===== src/source/adc_pkg.sv =====
/*
 * adc_pkg
 * sample widths and types of the tank ADC path
 * capacitor voltage on channel A, tank current on channel B
 */

`default_nettype none

package adc_pkg;

   // ===============================================
   // widths and codes
   // ===============================================
   localparam int ADC_W = 14;                                // converter resolution

   typedef logic signed [ADC_W-1:0] adc_word_t;              // two's complement word

   localparam adc_word_t ADC_MAX = {1'b0, {(ADC_W-1){1'b1}}}; // +8191
   localparam adc_word_t ADC_MIN = {1'b1, {(ADC_W-1){1'b0}}}; // -8192, no positive twin

   localparam logic [ADC_W-1:0] DAC_OFFSET = 14'd8191;       // signed -> offset binary

   // averaged sample, 29 bits
   typedef struct packed {
      adc_word_t vc;    // capacitor voltage mean
      adc_word_t ic;    // tank current mean
      logic      ovr;   // any out-of-range in the window
   } sample_t;

endpackage

`default_nettype wire


===== src/source/bridge_pkg.sv =====
/*
 * bridge_pkg
 * H-bridge gate patterns, sigma codes and surface slope format
 * leg 1 = M1 (high) / M3 (low), leg 2 = M2 (high) / M4 (low)
 */

`default_nettype none

package bridge_pkg;

   // ===============================================
   // gates
   // ===============================================
   typedef logic [3:0] gate_t;

   localparam int G_M1 = 0;   // leg 1 high side
   localparam int G_M2 = 1;   // leg 2 high side
   localparam int G_M3 = 2;   // leg 1 low side
   localparam int G_M4 = 3;   // leg 2 low side

   localparam gate_t PAT_OFF  = 4'b0000;
   localparam gate_t PAT_POS  = 4'b1001;   // M1 + M4
   localparam gate_t PAT_NEG  = 4'b0110;   // M2 + M3
   localparam gate_t PAT_BOOT = 4'b1100;   // M3 + M4, charge bootstrap caps

   // switching variable, two's complement of {-1, 0, +1}
   typedef logic [1:0] sigma_t;
   localparam sigma_t SIGMA_ZERO = 2'b00;
   localparam sigma_t SIGMA_POS  = 2'b01;
   localparam sigma_t SIGMA_NEG  = 2'b11;

   localparam int SLOPE_W    = 10;
   localparam int SLOPE_FRAC = 8;                 // slope lsb = 1/256
   typedef logic signed [SLOPE_W-1:0] slope_t;

endpackage

`default_nettype wire


===== src/source/sample_if.sv =====
/*
 * sample_if
 * averaged sample link between capture, FIFO and control law
 * push side: stb is a one-cycle "new mean" pulse, take unused
 * pop side: stb is the FIFO not-empty level, take removes the head
 */

`timescale 1ns/10ps
`default_nettype none

interface sample_if import adc_pkg::*; ();

   sample_t smp;    // sample payload
   logic    stb;    // valid pulse or not-empty level
   logic    take;   // head removal pulse, pop link only

   // producer -> buffer
   modport push_src (output smp, output stb);
   modport push_dst (input  smp, input  stb);

   // buffer -> consumer
   modport pop_src  (output smp, output stb, input  take);
   modport pop_dst  (input  smp, input  stb, output take);

endinterface

`default_nettype wire


===== src/source/adc_capture.sv =====
/*
 * adc_capture
 * samples both tank ADC words, restores the inverted sign,
 * drives offset-binary DAC monitor copies and averages
 * 2^DECIM_LOG2 samples per window into one mean
 */

`timescale 1ns/10ps
`default_nettype none

module adc_capture import adc_pkg::*; #(
   parameter int DECIM_LOG2 = 2
) (
   input  wire              ADA_DCO,
   input  wire              i_rst,
   input  adc_word_t        i_ada_data,   // capacitor voltage, sign inverted
   input  adc_word_t        i_adb_data,   // tank current, sign inverted
   input  wire              i_ada_or,
   input  wire              i_adb_or,
   output logic [ADC_W-1:0] o_dac_a,
   output logic [ADC_W-1:0] o_dac_b,
   sample_if.push_src       push
);

   localparam int SUM_W = ADC_W + DECIM_LOG2;
   localparam int CNT_W = (DECIM_LOG2 > 0) ? DECIM_LOG2 : 1;
   localparam logic [CNT_W-1:0] LAST = CNT_W'((1 << DECIM_LOG2) - 1);

   // board inverts the sign; -(-8192) clips to +8191
   function automatic adc_word_t sat_neg(input adc_word_t x);
      adc_word_t r;
      if (x == ADC_MIN) r = ADC_MAX;
      else r = -x;
      return r;
   endfunction

   adc_word_t               va_c, ib_c;     // sign-restored inputs
   adc_word_t               va_q, ib_q;     // registered words for the monitor
   logic signed [SUM_W-1:0] acc_a, acc_b;
   logic signed [SUM_W-1:0] sum_a, sum_b;
   logic                    ovr_acc, ovr_c;
   logic [CNT_W-1:0]        win_cnt;

   assign va_c = sat_neg(i_ada_data);
   assign ib_c = sat_neg(i_adb_data);

   // first sample of a window loads, the rest add
   assign sum_a = ((win_cnt == '0) ? '0 : acc_a) + SUM_W'(va_c);
   assign sum_b = ((win_cnt == '0) ? '0 : acc_b) + SUM_W'(ib_c);
   assign ovr_c = ((win_cnt == '0) ? 1'b0 : ovr_acc) | i_ada_or | i_adb_or;

   // ===============================================
   // raw words and DAC monitor
   // ===============================================
   always_ff @(posedge ADA_DCO) begin
      va_q    <= va_c;
      ib_q    <= ib_c;
      o_dac_a <= $unsigned(va_q) + DAC_OFFSET;   // one cycle behind the sample
      o_dac_b <= $unsigned(ib_q) + DAC_OFFSET;
   end

   // ===============================================
   // window averaging
   // ===============================================
   always_ff @(posedge ADA_DCO) begin
      if (i_rst) begin
         win_cnt  <= '0;     // window starts at first edge out of reset
         push.stb <= 1'b0;
      end else begin
         win_cnt  <= (win_cnt == LAST) ? '0 : win_cnt + 1'b1;
         push.stb <= (win_cnt == LAST);           // one-cycle new-mean pulse
      end
   end

   always_ff @(posedge ADA_DCO) begin
      acc_a   <= sum_a;
      acc_b   <= sum_b;
      ovr_acc <= ovr_c;
      if (win_cnt == LAST) begin
         push.smp.vc  <= ADC_W'(sum_a >>> DECIM_LOG2);   // arithmetic mean
         push.smp.ic  <= ADC_W'(sum_b >>> DECIM_LOG2);
         push.smp.ovr <= ovr_c;
      end
   end

endmodule

`default_nettype wire


===== src/source/sample_fifo.sv =====
/*
 * sample_fifo
 * circular buffer of averaged samples between capture and
 * control law; head shown combinationally, stb = not empty,
 * a push into a full buffer is lost and flags o_overflow
 */

`timescale 1ns/10ps
`default_nettype none

module sample_fifo import adc_pkg::*; #(
   parameter int DEPTH = 4
) (
   input  wire        ADA_DCO,
   input  wire        i_rst,
   sample_if.push_dst push,
   sample_if.pop_src  pop,
   output logic       o_overflow
);

   localparam int PTR_W = (DEPTH > 1) ? $clog2(DEPTH) : 1;
   localparam int CNT_W = $clog2(DEPTH + 1);

   sample_t          mem [DEPTH];
   logic [PTR_W-1:0] wr_ptr, rd_ptr;
   logic [CNT_W-1:0] count;
   logic             full, do_push, do_pop;

   // wrap at DEPTH, not only at powers of two
   function automatic logic [PTR_W-1:0] next_ptr(input logic [PTR_W-1:0] p);
      return (p == PTR_W'(DEPTH - 1)) ? '0 : p + 1'b1;
   endfunction

   assign full    = (count == CNT_W'(DEPTH));
   assign do_push = push.stb && !full;          // full -> dropped
   assign do_pop  = pop.take && (count != '0);

   assign pop.smp = mem[rd_ptr];                // head entry
   assign pop.stb = (count != '0);              // not empty

   // ===============================================
   // storage
   // ===============================================
   always_ff @(posedge ADA_DCO) begin
      if (do_push) mem[wr_ptr] <= push.smp;
   end

   // ===============================================
   // pointers, fill level, overflow
   // ===============================================
   always_ff @(posedge ADA_DCO) begin
      if (i_rst) begin
         wr_ptr     <= '0;
         rd_ptr     <= '0;
         count      <= '0;
         o_overflow <= 1'b0;
      end else begin
         if (do_push) wr_ptr <= next_ptr(wr_ptr);
         if (do_pop)  rd_ptr <= next_ptr(rd_ptr);
         case ({do_push, do_pop})
            2'b10:   count <= count + 1'b1;
            2'b01:   count <= count - 1'b1;
            default: count <= count;            // idle or push+take
         endcase
         if (push.stb && full) o_overflow <= 1'b1;   // sticky until reset
      end
   end

endmodule

`default_nettype wire


===== src/source/hybrid_control.sv =====
/*
 * hybrid_control
 * hybrid switching law on the vc/ic plane
 * surface s = ic*256 - slope*vc through the origin
 * s >= 0 -> sigma +1 / PAT_POS, s < 0 -> sigma -1 / PAT_NEG
 * out-of-range window -> sigma 0 / PAT_OFF
 * one sample per 4 cycles: take, product, evaluate, hold
 */

`timescale 1ns/10ps
`default_nettype none

module hybrid_control import adc_pkg::*, bridge_pkg::*; (
   input  wire       ADA_DCO,
   input  wire       i_rst,
   input  slope_t    i_slope,     // surface slope, lsb 1/256
   sample_if.pop_dst pop,
   output gate_t     o_request,
   output sigma_t    o_sigma
);

   localparam int PROD_W = SLOPE_W + ADC_W;   // 24
   localparam int SURF_W = PROD_W + 1;        // 25, no overflow on subtract

   typedef enum logic [1:0] {
      ST_IDLE,   // wait for a head entry
      ST_MUL,    // sample latched, forming slope*vc
      ST_EVAL,   // product ready, deciding sigma
      ST_HOLD    // sigma out, one spare cycle
   } state_t;

   state_t                   state;
   logic                     take_c;
   adc_word_t                vc_q, ic_q;
   logic                     ovr_q;
   logic signed [PROD_W-1:0] prod_q;
   logic signed [SURF_W-1:0] ic_scaled, surf_c;

   // take in the same cycle the head shows up
   assign take_c   = (state == ST_IDLE) && pop.stb;
   assign pop.take = take_c;

   assign ic_scaled = SURF_W'(ic_q) <<< SLOPE_FRAC;   // ic * 256
   assign surf_c    = ic_scaled - SURF_W'(prod_q);

   // ===============================================
   // datapath
   // ===============================================
   always_ff @(posedge ADA_DCO) begin
      if (take_c) begin                  // stage 1 latch head
         vc_q  <= pop.smp.vc;
         ic_q  <= pop.smp.ic;
         ovr_q <= pop.smp.ovr;
      end
      if (state == ST_MUL)
         prod_q <= i_slope * vc_q;       // stage 2, slope sampled here
   end

   // ===============================================
   // sequencer and decision
   // ===============================================
   always_ff @(posedge ADA_DCO) begin
      if (i_rst) begin
         state     <= ST_IDLE;
         o_sigma   <= SIGMA_ZERO;
         o_request <= PAT_OFF;
      end else begin
         case (state)
            ST_IDLE: begin
               if (take_c) state <= ST_MUL;
            end
            ST_MUL: begin
               state <= ST_EVAL;
            end
            ST_EVAL: begin                   // stage 3, 3 cycles after take
               state <= ST_HOLD;
               if (ovr_q) begin
                  o_sigma   <= SIGMA_ZERO;   // measurement not trusted
                  o_request <= PAT_OFF;
               end else if (!surf_c[SURF_W-1]) begin
                  o_sigma   <= SIGMA_POS;
                  o_request <= PAT_POS;
               end else begin
                  o_sigma   <= SIGMA_NEG;
                  o_request <= PAT_NEG;
               end
            end
            ST_HOLD: begin
               state <= ST_IDLE;             // next take no earlier than now
            end
            default: begin
               state <= ST_IDLE;
            end
         endcase
      end
   end

endmodule

`default_nettype wire


===== src/source/gate_guard.sv =====
/*
 * gate_guard
 * last stage before the four MOSFET drivers
 * enable gating, bootstrap start-up on the low sides,
 * turn-on dead time per gate and a leg short interlock
 */

`timescale 1ns/10ps
`default_nettype none

module gate_guard import bridge_pkg::*; #(
   parameter int DEADTIME = 5,    // cycles a request must hold before turn-on
   parameter int STARTUP  = 10    // cycles of PAT_BOOT after enable
) (
   input  wire   ADA_DCO,
   input  wire   i_rst,
   input  wire   i_enable,
   input  gate_t i_request,
   output gate_t o_gate,
   output logic  o_alert         // leg short seen, held until reset
);

   localparam int DT_W = $clog2(DEADTIME + 2);
   localparam int SU_W = $clog2(STARTUP + 2);

   logic [3:0][DT_W-1:0] dt_cnt;     // consecutive request cycles per gate
   logic [SU_W-1:0]      su_cnt;     // start-up progress
   logic                 booting;
   gate_t                run_gate, gate_next;
   logic                 short_c;

   assign booting = (su_cnt < SU_W'(STARTUP));

   // gate on only once its counter has reached the dead time
   always_comb begin
      run_gate = PAT_OFF;
      for (int g = 0; g < 4; g++)
         run_gate[g] = i_request[g] && (dt_cnt[g] == DT_W'(DEADTIME));
   end

   assign gate_next = booting ? PAT_BOOT : run_gate;

   // high and low side of one leg together
   assign short_c = (gate_next[G_M1] & gate_next[G_M3]) |
                    (gate_next[G_M2] & gate_next[G_M4]);

   // ===============================================
   // counters and gate register
   // ===============================================
   always_ff @(posedge ADA_DCO) begin
      if (i_rst) begin
         o_gate  <= PAT_OFF;
         o_alert <= 1'b0;
         su_cnt  <= '0;
         dt_cnt  <= '0;
      end else if (!i_enable) begin
         o_gate <= PAT_OFF;               // bridge off next cycle
         su_cnt <= '0;                    // re-enable restarts the boot
         dt_cnt <= '0;
      end else begin
         if (booting) su_cnt <= su_cnt + 1'b1;
         for (int g = 0; g < 4; g++) begin
            if (booting || !i_request[g])
               dt_cnt[g] <= '0;           // turn-off is immediate
            else if (dt_cnt[g] != DT_W'(DEADTIME))
               dt_cnt[g] <= dt_cnt[g] + 1'b1;
         end
         if (short_c) o_alert <= 1'b1;
         o_gate <= (o_alert || short_c) ? PAT_OFF : gate_next;
      end
   end

endmodule

`default_nettype wire


===== src/source/hybrid_control_top.sv =====
/*
 * hybrid_control_top
 * sensing and switching path of the resonant-tank H-bridge
 * capture -> sample FIFO -> switching law -> gate guard,
 * all on the ADC data clock
 */

`timescale 1ns/10ps
`default_nettype none

module hybrid_control_top import adc_pkg::*, bridge_pkg::*; #(
   parameter int DECIM_LOG2 = 2,    // 4-sample window
   parameter int DEPTH      = 4,
   parameter int DEADTIME   = 5,
   parameter int STARTUP    = 10
) (
   input  wire              ADA_DCO,
   input  wire              i_rst,
   input  adc_word_t        i_ada_data,
   input  adc_word_t        i_adb_data,
   input  wire              i_ada_or,
   input  wire              i_adb_or,
   input  wire              i_enable,
   input  slope_t           i_slope,
   output gate_t            o_gate,       // {M4, M3, M2, M1}
   output sigma_t           o_sigma,
   output logic [ADC_W-1:0] o_dac_a,      // vc monitor
   output logic [ADC_W-1:0] o_dac_b,      // ic monitor
   output logic             o_overflow,
   output logic             o_alert
);

   // ===============================================
   // links
   // ===============================================
   sample_if push_link ();   // capture -> fifo
   sample_if pop_link  ();   // fifo -> control law

   gate_t request;

   adc_capture #(.DECIM_LOG2(DECIM_LOG2)) adc_capture_inst (
      .ADA_DCO    (ADA_DCO),
      .i_rst      (i_rst),
      .i_ada_data (i_ada_data),
      .i_adb_data (i_adb_data),
      .i_ada_or   (i_ada_or),
      .i_adb_or   (i_adb_or),
      .o_dac_a    (o_dac_a),
      .o_dac_b    (o_dac_b),
      .push       (push_link.push_src)
   );

   sample_fifo #(.DEPTH(DEPTH)) sample_fifo_inst (
      .ADA_DCO    (ADA_DCO),
      .i_rst      (i_rst),
      .push       (push_link.push_dst),
      .pop        (pop_link.pop_src),
      .o_overflow (o_overflow)
   );

   hybrid_control hybrid_control_inst (
      .ADA_DCO   (ADA_DCO),
      .i_rst     (i_rst),
      .i_slope   (i_slope),
      .pop       (pop_link.pop_dst),
      .o_request (request),
      .o_sigma   (o_sigma)
   );

   gate_guard #(.DEADTIME(DEADTIME), .STARTUP(STARTUP)) gate_guard_inst (
      .ADA_DCO   (ADA_DCO),
      .i_rst     (i_rst),
      .i_enable  (i_enable),
      .i_request (request),
      .o_gate    (o_gate),
      .o_alert   (o_alert)
   );

endmodule

`default_nettype wire


===== config.mk =====
export PLATFORM = sky130hd
export DESIGN_NAME = hybrid_control_top
export DESIGN_NICKNAME = d
export VERILOG_FILES = /design/src/source/adc_pkg.sv /design/src/source/bridge_pkg.sv /design/src/source/sample_if.sv /design/src/source/adc_capture.sv /design/src/source/sample_fifo.sv /design/src/source/hybrid_control.sv /design/src/source/gate_guard.sv /design/src/source/hybrid_control_top.sv
export SDC_FILE = /design/constraint.sdc
export NUM_CORES = 1
export LEC_CHECK = 0
export BUFFER_PORTS_ARGS = -buffer_cell sky130_fd_sc_hd__buf_4
export CAP_MARGIN = 5
export CORE_ASPECT_RATIO = 0.7
export CORE_MARGIN = 2
export CORE_UTILIZATION = 55
export CTS_CLUSTER_SIZE = 10
export DETAILED_ROUTE_END_ITERATION = 6
export PLACE_DENSITY = 0.8
export SYNTH_ARGS = -nofsm -noshare
export SYNTH_HDL_FRONTEND = slang
export SYNTH_HIERARCHICAL = 1
export SYNTH_SLANG_ARGS = --single-unit

===== constraint.sdc =====
create_clock -name ADA_DCO -period 10.1 [get_ports ADA_DCO]
set_input_delay 0 -clock ADA_DCO [delete_from_list [all_inputs] [get_ports ADA_DCO]]
set_output_delay 0 -clock ADA_DCO [all_outputs]
set_load 0.05 [all_outputs]

Yosys cells after proc, flatten, opt, wreduce, memory -nomap -nowiden
Memory sizes are Yosys's and may differ from the RTL's. A register that Yosys moved wholly into a read port is not among the register bits.
Index checks and enable logic that the tools add are counted.
{"block": "totals", "ff_bits": 182, "ram_bits": 116, "inputBits": 43, "word_cells": 120, "memories": 1}
{"block": "classes", "add_sub_neg": 17, "mul": 1, "order_cmp": 1, "eq_ne": 20, "muxes": 17, "bitwise": 6, "n_reduce_logical": 30}
{"memory": "sample_fifo_inst.mem", "depth": 4, "width": 29, "rd": 1, "rd_ports_with_merged_regs": 1, "write_ports": 1, "line": "sample_fifo.sv:24", "source": "sample_t mem [DEPTH];"}
{"cell": "$add A16 B16 Y16", "count": 2}
{"cell": "$mux W16", "count": 2}
{"cell": "$add A14 B13 Y14 const B", "count": 2}
{"cell": "$eq A14 B14 Y1 const B", "count": 2}
{"cell": "$mux W14", "count": 2}
{"cell": "$neg A14 Y14", "count": 2}
{"cell": "$sub A22 B24 Y25", "count": 1}
{"cell": "$mul A10 B14 Y24", "count": 1}
{"cell": "$add A3 B1 Y3 const B", "count": 5}
{"cell": "$eq A3 B3 Y1 const B", "count": 5}
{"cell": "$reduce_or A3 Y1", "count": 5}
{"cell": "$eq A2 B2 Y1 const B", "count": 6}
{"cell": "$mux W4", "count": 3}
{"cell": "$ne A3 B3 Y1 const B", "count": 4}
{"cell": "$mux W2", "count": 5}
{"cell": "$logic_and A1 B1 Y1", "count": 8}
{"cell": "$pmux W2 S4", "count": 1}
{"cell": "$add A2 B1 Y2 const B", "count": 3}
{"cell": "$pmux W3 S2", "count": 1}
{"cell": "$logic_not A1 Y1", "count": 5}
{"cell": "$logic_or A1 B1 Y1", "count": 5}
{"cell": "$add A4 B1 Y4 const B", "count": 1}
{"cell": "$eq A2 B1 Y1 const B", "count": 2}
{"cell": "$logic_not A2 Y1", "count": 2}
{"cell": "other kinds (11)", "count": 17}

Depth between registers and ports, before layout
Gate-level depths: netlist of run 1.
{"block": "logic_depth", "ltp_word": 7, "ltp_mapped": 19, "depth_no_buf": 18}

Hierarchy
The synthesis of run 1 kept the hierarchy.
{"mod": "hybrid_control", "instances": 1, "cells_each": 747, "area_per_inst_um2": 7589.8, "seq_area_each_um2": 1691.6}
{"mod": "adc_capture", "instances": 1, "cells_each": 517, "area_per_inst_um2": 5311.3, "seq_area_each_um2": 2712.6}
{"mod": "sample_fifo", "instances": 1, "cells_each": 205, "area_per_inst_um2": 4695.8, "seq_area_each_um2": 3683.5}
{"mod": "gate_guard", "instances": 1, "cells_each": 104, "area_per_inst_um2": 952.2, "seq_area_each_um2": 420.4}

Least setup slack after synthesis of run 1
Ideal clock, no wire load.
{"block": "synth_path", "kind": "register to register", "startpoint": "register hybrid_control_inst.vc_q[13] (read register of sample_fifo_inst.mem)", "endpoint": "register hybrid_control_inst.prod_q[21] (data pin)", "t_arrival_ns": 5.031, "required_time_ns": 9.842, "setup_slack_ns": 4.811, "stages_incl_launch_ff": 18, "period_less_slack_ns": 5.289, "path_cell_list": "edfxtp_1 > clkbuf_1 > and2_1 > fa_1 > inv_1 > fa_1 > fa_1 > fa_1 > inv_1 > fa_1 > ha_1 > buf_2 > and4_1 > o2111a_1 > a21boi_2 > o41a_4 > o21bai_1 > a21oi_2"}
{"block": "synth_via", "elab_chain_len": 1}
{"item": "from (decl)", "line": "hybrid_control.sv:34", "source": "adc_word_t vc_q, ic_q;"}
{"item": "$mul A10 B14 Y24", "line": "hybrid_control.sv:56", "source": "prod_q <= i_slope * vc_q;"}
{"item": "to (signal assigned)", "line": "hybrid_control.sv:56"}
{"item": "to (decl)", "line": "hybrid_control.sv:36", "source": "logic signed [PROD_W-1:0] prod_q;"}
No other way between the ends.
A chain may end at the register's enable or synchronous reset.

Worst setup path in the final report of run 1
{"block": "layout_path", "startpoint": "register hybrid_control_inst.vc_q[13] (read register of sample_fifo_inst.mem)", "endpoint": "register hybrid_control_inst.prod_q[23] (data pin)"}
Same word-level chain as after synthesis.

==> results of run 1 <==
[layer usage]
layer	wire length, um	up-vias	global-route usage, %
met3	2050	65	3.36
met1	16700	5784	30.2
li1	-	5561	-
met4	694	0	5.65
met2	18000	356	39.3
met5	0	-	0
[synth_stat cells (3+ instances only)]
library cell	n
xnor2_1	54
and3_2	4
nand4_1	5
xor2_1	37
ha_1	128
nand2_1	144
nor2b_1	40
nor3b_1	8
o21a_1	12
nand2b_1	17
a31oi_1	4
a21oi_1	38
or4_1	5
fa_1	126
o21ai_0	33
buf_2	4
dfxtp_1	128
a21o_1	17
buf_4	3
mux4_2	28
nor3_1	33
nor2_1	82
mux2i_1	5
edfxtp_1	198
o211ai_1	4
o21bai_1	5
a211o_1	3
or2_2	4
and2_1	53
a211oi_1	18
or3_1	4
nor4_1	7
inv_1	223
nand3_1	13
clkbuf_1	29
[layout make-up]
class	count	area share [%]
Multi-Input combinational cell	985	42.7
Sequential cell	326	40.3
Timing Repair Buffer	133	5.33
Clock buffer	59	4.87
Inverter	224	3.98
Tap cell	435	2.57
Clock inverter	4	0.302
[path summary, 6_finish.rpt]
kind,start,to,slack (ns),cells after the start
setup reg to reg,hybrid_control_inst/vc_q[13],hybrid_control_inst/prod_q[23],4.45,18
setup / recovery,hybrid_control_inst/vc_q[13],hybrid_control_inst/prod_q[23],4.45,18
hold reg to reg,adc_capture_inst/va_q[0],adc_capture_inst/o_dac_a[0],0.42,1
hold / removal,i_slope[1],hybrid_control_inst/prod_q[1],0.13,3
[kinds of logic (layout without fill, tap and decap cells)]
family	Yosys count	after routing	synth area share (%)
simple gates	437	437	11.9
mux	35	35	3.87
xor+xnor	91	91	4.30
compound gates	168	168	6.41
fa+ha+maj	254	254	22.2
flops	326	326	45.9
buf+inv	262	420	5.47
[cells in the final DEF, fill, tap and decap left out, types with 7 or more instances in the layout]
master         Yosys  routed
xor2_1            37      37
dlygate4sd3_1      0      51
a211oi_1          18      18
xnor2_1           54      54
edfxtp_1         198     198
ha_1             128     128
nor2_1            82      82
nor3_1            33      33
mux4_2            28      28
buf_4              3      82
nand2_1          144     144
o21ai_0           33      33
nor4_1             7       7
a21oi_1           38      38
dfxtp_1          128     127
clkbuf_1          29      21
inv_1            223     223
clkbuf_16          0      38
o21a_1            12      12
fa_1             126     126
nor3b_1            8       8
and2_1            53      53
a21o_1            17      17
nor2b_1           40      40
nand3_1           13      13
nand2b_1          17      17
[registers in the layout, summed over array words and instances (netlist names), 2 cells and up, named ones only]
register	count
adc_capture_inst/push.smp	29
adc_capture_inst/acc_a	16
sample_fifo_inst/rd_ptr	2
sample_fifo_inst/wr_ptr	2
gate_guard_inst/dt_cnt	12
hybrid_control_inst/vc_q	14
gate_guard_inst/o_gate	4
adc_capture_inst/acc_b	16
hybrid_control_inst/prod_q	24
sample_fifo_inst/count	3
adc_capture_inst/o_dac_a	14
adc_capture_inst/o_dac_b	14
adc_capture_inst/va_q	14
adc_capture_inst/win_cnt	2
hybrid_control_inst/ic_q	14
sample_fifo_inst/mem	116
gate_guard_inst/su_cnt	4
adc_capture_inst/ib_q	14
hybrid_control_inst/o_request	2
hybrid_control_inst/state	2
[critical path, stage by stage (launching register included)]
cell       delay [ns]
edfxtp_1         0.51
nand2_1          0.17
inv_1            0.08
fa_1             0.73
inv_1            0.11
fa_1             0.55
inv_1            0.06
fa_1             0.55
inv_1            0.07
fa_1             0.50
fa_1             0.55
inv_1            0.06
ha_1             0.33
o21ai_0          0.31
nor2b_1          0.09
o21a_1           0.21
or3_1            0.33
a31oi_2          0.17
a2bb2oi_2        0.14
[power groups by stage]
stage / Sequential, mW / Clock (mW) / Combinational (mW)
global placement: 1.75 / 0 / 1.96
CTS: 1.73 / 1.24 / 2.07
finish: 1.73 / 1.22 / 2.07
detailed placement: 1.75 / 0 / 2.02
floorplan: 1.77 / 0 / 1.55
global route: 1.75 / 1.30 / 2.34
[what timing repair did]
item | in CTS | in global routing
hold buffers | 51 | 0
hold endpoints to repair | 60 | 0
setup buffers | 0 | 0
[stage by stage]
stage | setup WS [ns] | std cells | area [um^2] | hold slack [ns] | util [%]
2_1_floorplan | 4.81 | 1573 | 18500 | 0.0711 | -
3_3_place_gp | 4.63 | 2052 | 19500 | 0.252 | 58.6
3_5_place_dp | 4.49 | 2052 | 19500 | 0.246 | 58.6
4_1_cts | 4.45 | 2166 | 21100 | 0.0982 | 63.4
5_1_grt | 4.18 | 2166 | 21100 | 0.120 | 63.4
6_report | 4.45 | 2166 | 21100 | 0.128 | 63.4
==> run metrics, run 1 <==
status=finished, final reports clean; core area=0.0334 mm^2; Synth top area share=around a third; overall die width=223 um; largest net degree at the start of global routing=34; RSZ-0062 raised after global routing=no; Final nets=2,005; clock transition at the registers of the reported paths=0.06 ns; Remaining Overflow, GRT=0; CTS H-Tree Depth=2; multi-input logic area=around 0.009 mm^2; # DRC=0; post-route ant nets=0; ys flop type=edfxtp_1; main area contributors after synthesis=edfxtp_1, dfxtp_1, fa_1; first-iteration detailed-routing DRC count=739; WL/cell=17.3 um; Worst slew margin=20.1%; DR vias/cell=5.43; Tcrit/Tclk final=55.9%; Final Max Tran Viols=0; share of power burned in registers=34.5%; drt pass-1 iters=5; Initial Util=a little under three fifths; Least-Margin Pin Slew=roughly 1.2 ns; I/O pins=between 70 and 80; CP Launch Type=flop; layout cells sized above 1=10.5%; worst path required time=10.49 ns; Netlist cell types=82; Avg Cell Area, Syn=11.8 um^2; post-synthesis register bit count=326; final number of hold-violating endpoints=0; initial antenna violation count=0; CTS tree=yes; clock power share=24.3%; top cell type by total area after synthesis=edfxtp_1; Die Y=about 160 um; YS warnings=6; clock skew=0.0155 ns; setup_tns=0 ns; Fill cells=2,468; DIE AREA=0.0352 mm^2; Int Power=3.27 mW; CTS buffer count=38; critical path class=flop to flop; nature of the critical path endpoint=flop; Static Leak=roughly 8.9 nW; global-route wire length before repair=roughly 63,000 um; sequential share of the synthesized area=45.9%; net switching power=1.75 mW; WP data arrival=6.04 ns; area delta synth->final=14.0%; worst-skew pair later-pin latency=roughly 0.53 ns; vias in the first global route=between 10,000 and 15,000; Port-buffer cells=78; Mapped Nets=1,870; Netlist Area Pre-Place=0.0185 mm^2; clk buf depth=3; clk sinks=326; Crit Path Max Fanout=10; clock period minus worst slack=5.65 ns; FF+latch area=0.00851 mm^2; Mapped Cells=~1,600; diode count=0; switch share=a little over a third; Async SR Flop Fraction=0%; EDFF count, synth=198; WL final=37,500 um; Post-CTS Resized=0; Final setup viols=0; Max-Cap Viols=0; DPL Wire Length=26,600 um; GR Util All Layers=22.6%; Cell Rows=56; PwrDens=238 mW/mm^2; worst min path class=primary input to flop; Peak VDD IR=0.152 mV; Achievable Freq=0.177 GHz; Vias=between 10,000 and 15,000; Tot Pwr=5.02 mW; Gate power share=41.2%; Clock Tree Root=clkbuf_16; Placer Congestion=0.874
Note: power is estimated with default switching activity, not from simulation.
==> inputs of run 2 (changes only) <==
clock period = 5.3 ns   (was 10.1 ns; I/O delays follow)
==> run 2 against run 1 <==
Clock power increased by 98%. Hold slack got worse by 0.015 ns. Global-route usage increased by 0.60 points. Count of clock-buffer cells in the layout increased by 3. Combinational power increased by 140%. Sequential power increased by 90%. Non-clock buffer count increased by 67. Cell area increased by 4.5%. Sequential share of layout area decreased by 1.7 points. Setup slack got worse by 4.5 ns. Critical path type unchanged.
==> run metrics, run 2 (same netlist as run 1, synthesis figures left out) <==
CTS tree=yes (unchanged); Peak VDD IR=0.365 mV (was 0.152 mV); Crit Path Max Fanout=5 (was 10); Clock Tree Root=clkbuf_16 (unchanged); largest net degree at the start of global routing=33 (was 34); Gate power share=46.3% (was 41.2%); clk sinks=326 (unchanged); largest registers=sample_fifo_inst/mem (116), adc_capture_inst/push.smp (29), hybrid_control_inst/prod_q (24) (unchanged); diode count=0 (unchanged); flip-flop count of the largest register after layout=116 (unchanged); WL final=40,200 um (was 37,500 um); reg2reg setup slack=0.004 ns (was 4.45 ns); reg2reg start=hybrid_control_inst/vc_q[5] (was hybrid_control_inst/vc_q[13]); I/O pins=79 (unchanged); RSZ-0062 raised after global routing=yes (was no); Tcrit/Tclk final=99.9% (was 55.9%); drt pass-1 iters=5 (unchanged); clock period minus worst slack=5.30 ns (was 5.65 ns); CTS H-Tree Depth=2 (unchanged); Worst slew margin=16.7% (was 20.1%); Tot Pwr=10.6 mW (was 5.02 mW); worst path required time=5.68 ns (was 10.49 ns); Final setup viols=0 (unchanged); CP Launch Type=flop (unchanged); DPL Wire Length=27,000 um (was 26,600 um); PwrDens=481 mW/mm^2 (was 238 mW/mm^2); Slowest cell on crit path=fa_2 (was fa_1); Vias=12,200 (was 11,800); post-route cell area=0.0221 mm^2 (was 0.0211 mm^2); placed insts=2,080 (was 2,052); share of power burned in registers=31.0% (was 34.5%); clock power share=22.7% (was 24.3%); post-route ant nets=0 (unchanged); Top reg by flops=sample_fifo_inst/mem (unchanged); path depth of the worst reg2reg path=16 (was 18); worst min path class=primary input to flop (unchanged); Remaining Overflow, GRT=0 (unchanged); clk buf depth=3 (unchanged); DR vias/cell=5.43 (about the same); worst setup path end=hybrid_control_inst/prod_q[23] (unchanged); Port-buffer cells=78 (unchanged); Least-Margin Pin Slew=1.25 ns (was 1.20 ns); Place WS=-0.0441 ns (was 4.49 ns); Static Leak=9.31 nW (was 8.94 nW); final worst slack=0.00367 ns (was 4.45 ns); Achievable Freq=0.189 GHz (was 0.177 GHz); worst-path cell chain=buf_6 > and2_4 > fa_1 > fa_2 > fa_1 > fa_1 > inv_1 > fa_1 > inv_1 > ha_4 > and2_4 > o2111a_1 > a21boi_2 > o41a_4 > a31oi_4 > a2bb2oi_2 (was nand2_1 > inv_1 > fa_1 > inv_1 > fa_1 > inv_1 > fa_1 > inv_1 > fa_1 > fa_1 > inv_1 > ha_1 > o21ai_0 > nor2b_1 > o21a_1 > or3_1 > a31oi_2 > a2bb2oi_2); global-route wire length before repair=64,400 um (was 63,300 um); overall die width=223 um (unchanged); switch share=35.4% (was 34.9%); Finished Layout Cells=2,237 (was 2,166); WL/cell=18.0 um (was 17.3 um); fin util=66.2% (was 63.4%); DIE AREA=0.0352 mm^2 (unchanged); Int Power=6.87 mW (was 3.27 mW); GR Util All Layers=23.2% (was 22.6%); status=finished, final reports clean (unchanged); final number of hold-violating endpoints=0 (unchanged); first-iteration detailed-routing DRC count=886 (was 739); CP dominant cell by count=fa_1; reg-to-reg endpoint=hybrid_control_inst/prod_q[23] (unchanged); Max-Cap Viols=0 (unchanged); net switching power=3.77 mW (was 1.75 mW); most frequent cells in the layout=inv_1, edfxtp_1, buf_4, nand2_1, dfxtp_1 (was inv_1, edfxtp_1, nand2_1, ha_1, dfxtp_1); Initial Util=55.6% (unchanged); Worst path max stage delay=0.64 ns (was 0.73 ns); Final Max Tran Viols=0 (unchanged); CTS buffer count=39 (was 38); # DRC=0 (unchanged); WP data arrival=5.68 ns (was 6.04 ns); area delta synth->final=19.1% (was 14.0%); vias in the first global route=12,600 (about the same); core area=0.0334 mm^2 (unchanged); worst-skew pair later-pin latency=0.53 ns (about the same); nature of the critical path endpoint=flop (unchanged); Placer Congestion=0.889 (was 0.874); clock transition at the registers of the reported paths=0.06 ns (about the same); Die Y=158 um (unchanged); most common cell after layout, fill and taps aside=inv_1 (unchanged); Area after DPL=0.0197 mm^2 (was 0.0195 mm^2); Setup crit start=hybrid_control_inst/vc_q[5] (was hybrid_control_inst/vc_q[13]); Final nets=2,073 (was 2,005); layout cells sized above 1=18.1% (was 10.5%); initial antenna violation count=0 (unchanged); Cell Rows=56 (unchanged); critical path class=flop to flop (unchanged); clock skew=0.0175 ns (was 0.0155 ns)
==> run 2: worst min-delay path by stage <==
stage / from / to / depth (start not counted) / slack [ns]
6_report: i_slope[1] / hybrid_control_inst/prod_q[1] / 3 / 0.11
5_1_grt: i_slope[1] / hybrid_control_inst/prod_q[1] / 3 / 0.12
4_1_cts: i_slope[1] / hybrid_control_inst/prod_q[1] / 3 / 0.07
3_5_place_dp: i_adb_data[12] / adc_capture_inst/ib_q[12] / 2 / 0.25
3_3_place_gp: i_adb_data[12] / adc_capture_inst/ib_q[12] / 2 / 0.24
2_1_floorplan: i_rst / adc_capture_inst/win_cnt[0] / 1 / 0.07
==> run 2: timing repair <==
action,4_1_cts,5_1_grt
buffers inserted,21,21
resized for setup,33,69
cloned,0,0
pin swaps,38,68
endpoints found under the setup margin,5,9
hold buffers,50,0
hold endpoints to repair,61,0
==> run 2: layout make-up <==
| type | count | area [um^2] |
|---|---|---|
| clock buffer | 62 | 1070 |
| clock inverter | 5 | 68.8 |
| fill | 2303 | 11300 |
| inverter | 224 | 841 |
| multi-input combinational | 985 | 9370 |
| sequential | 326 | 8510 |
| tap | 435 | 544 |
| timing repair buffer | 200 | 1690 |
==> run 2: through the flow <==
step | TNS (ns) | hold slack [ns]
floorplan | 0 | 0.0711
global placement | 0 | 0.244
CTS | 0 | 0.0728
detailed placement | -0.115 | 0.251
finish | 0 | 0.112
global route | -0.482 | 0.117
==> run 2: routing by layer <==
| layer | vias up | routed length (um) | GRT usage (%) |
|---|---|---|---|
| li1 | 5717 | - | - |
| met1 | 5971 | 17200 | 31.3 |
| met2 | 394 | 19300 | 38.6 |
| met3 | 75 | 2750 | 4.51 |
| met4 | 0 | 1020 | 6.83 |
| met5 | - | 0 | 0 |
==> run 2: power groups by stage <==
stage	sequential, mW	combinational, mW	clock [mW]
6_report	3.29	4.93	2.41
5_1_grt	3.32	5.45	2.55
4_1_cts	3.29	4.45	2.46
3_5_place_dp	3.34	4.09	0
3_3_place_gp	3.33	3.97	0
2_1_floorplan	3.37	2.95	0
==> run 2: worst max-delay path: cells and delay by family, from the launching register on <==
kind,cells,cell delay [ns]
fa+ha+maj,6,2.91
compound gates,5,1.09
flops,1,0.50
buf+inv,3,0.32
simple gates,2,0.32
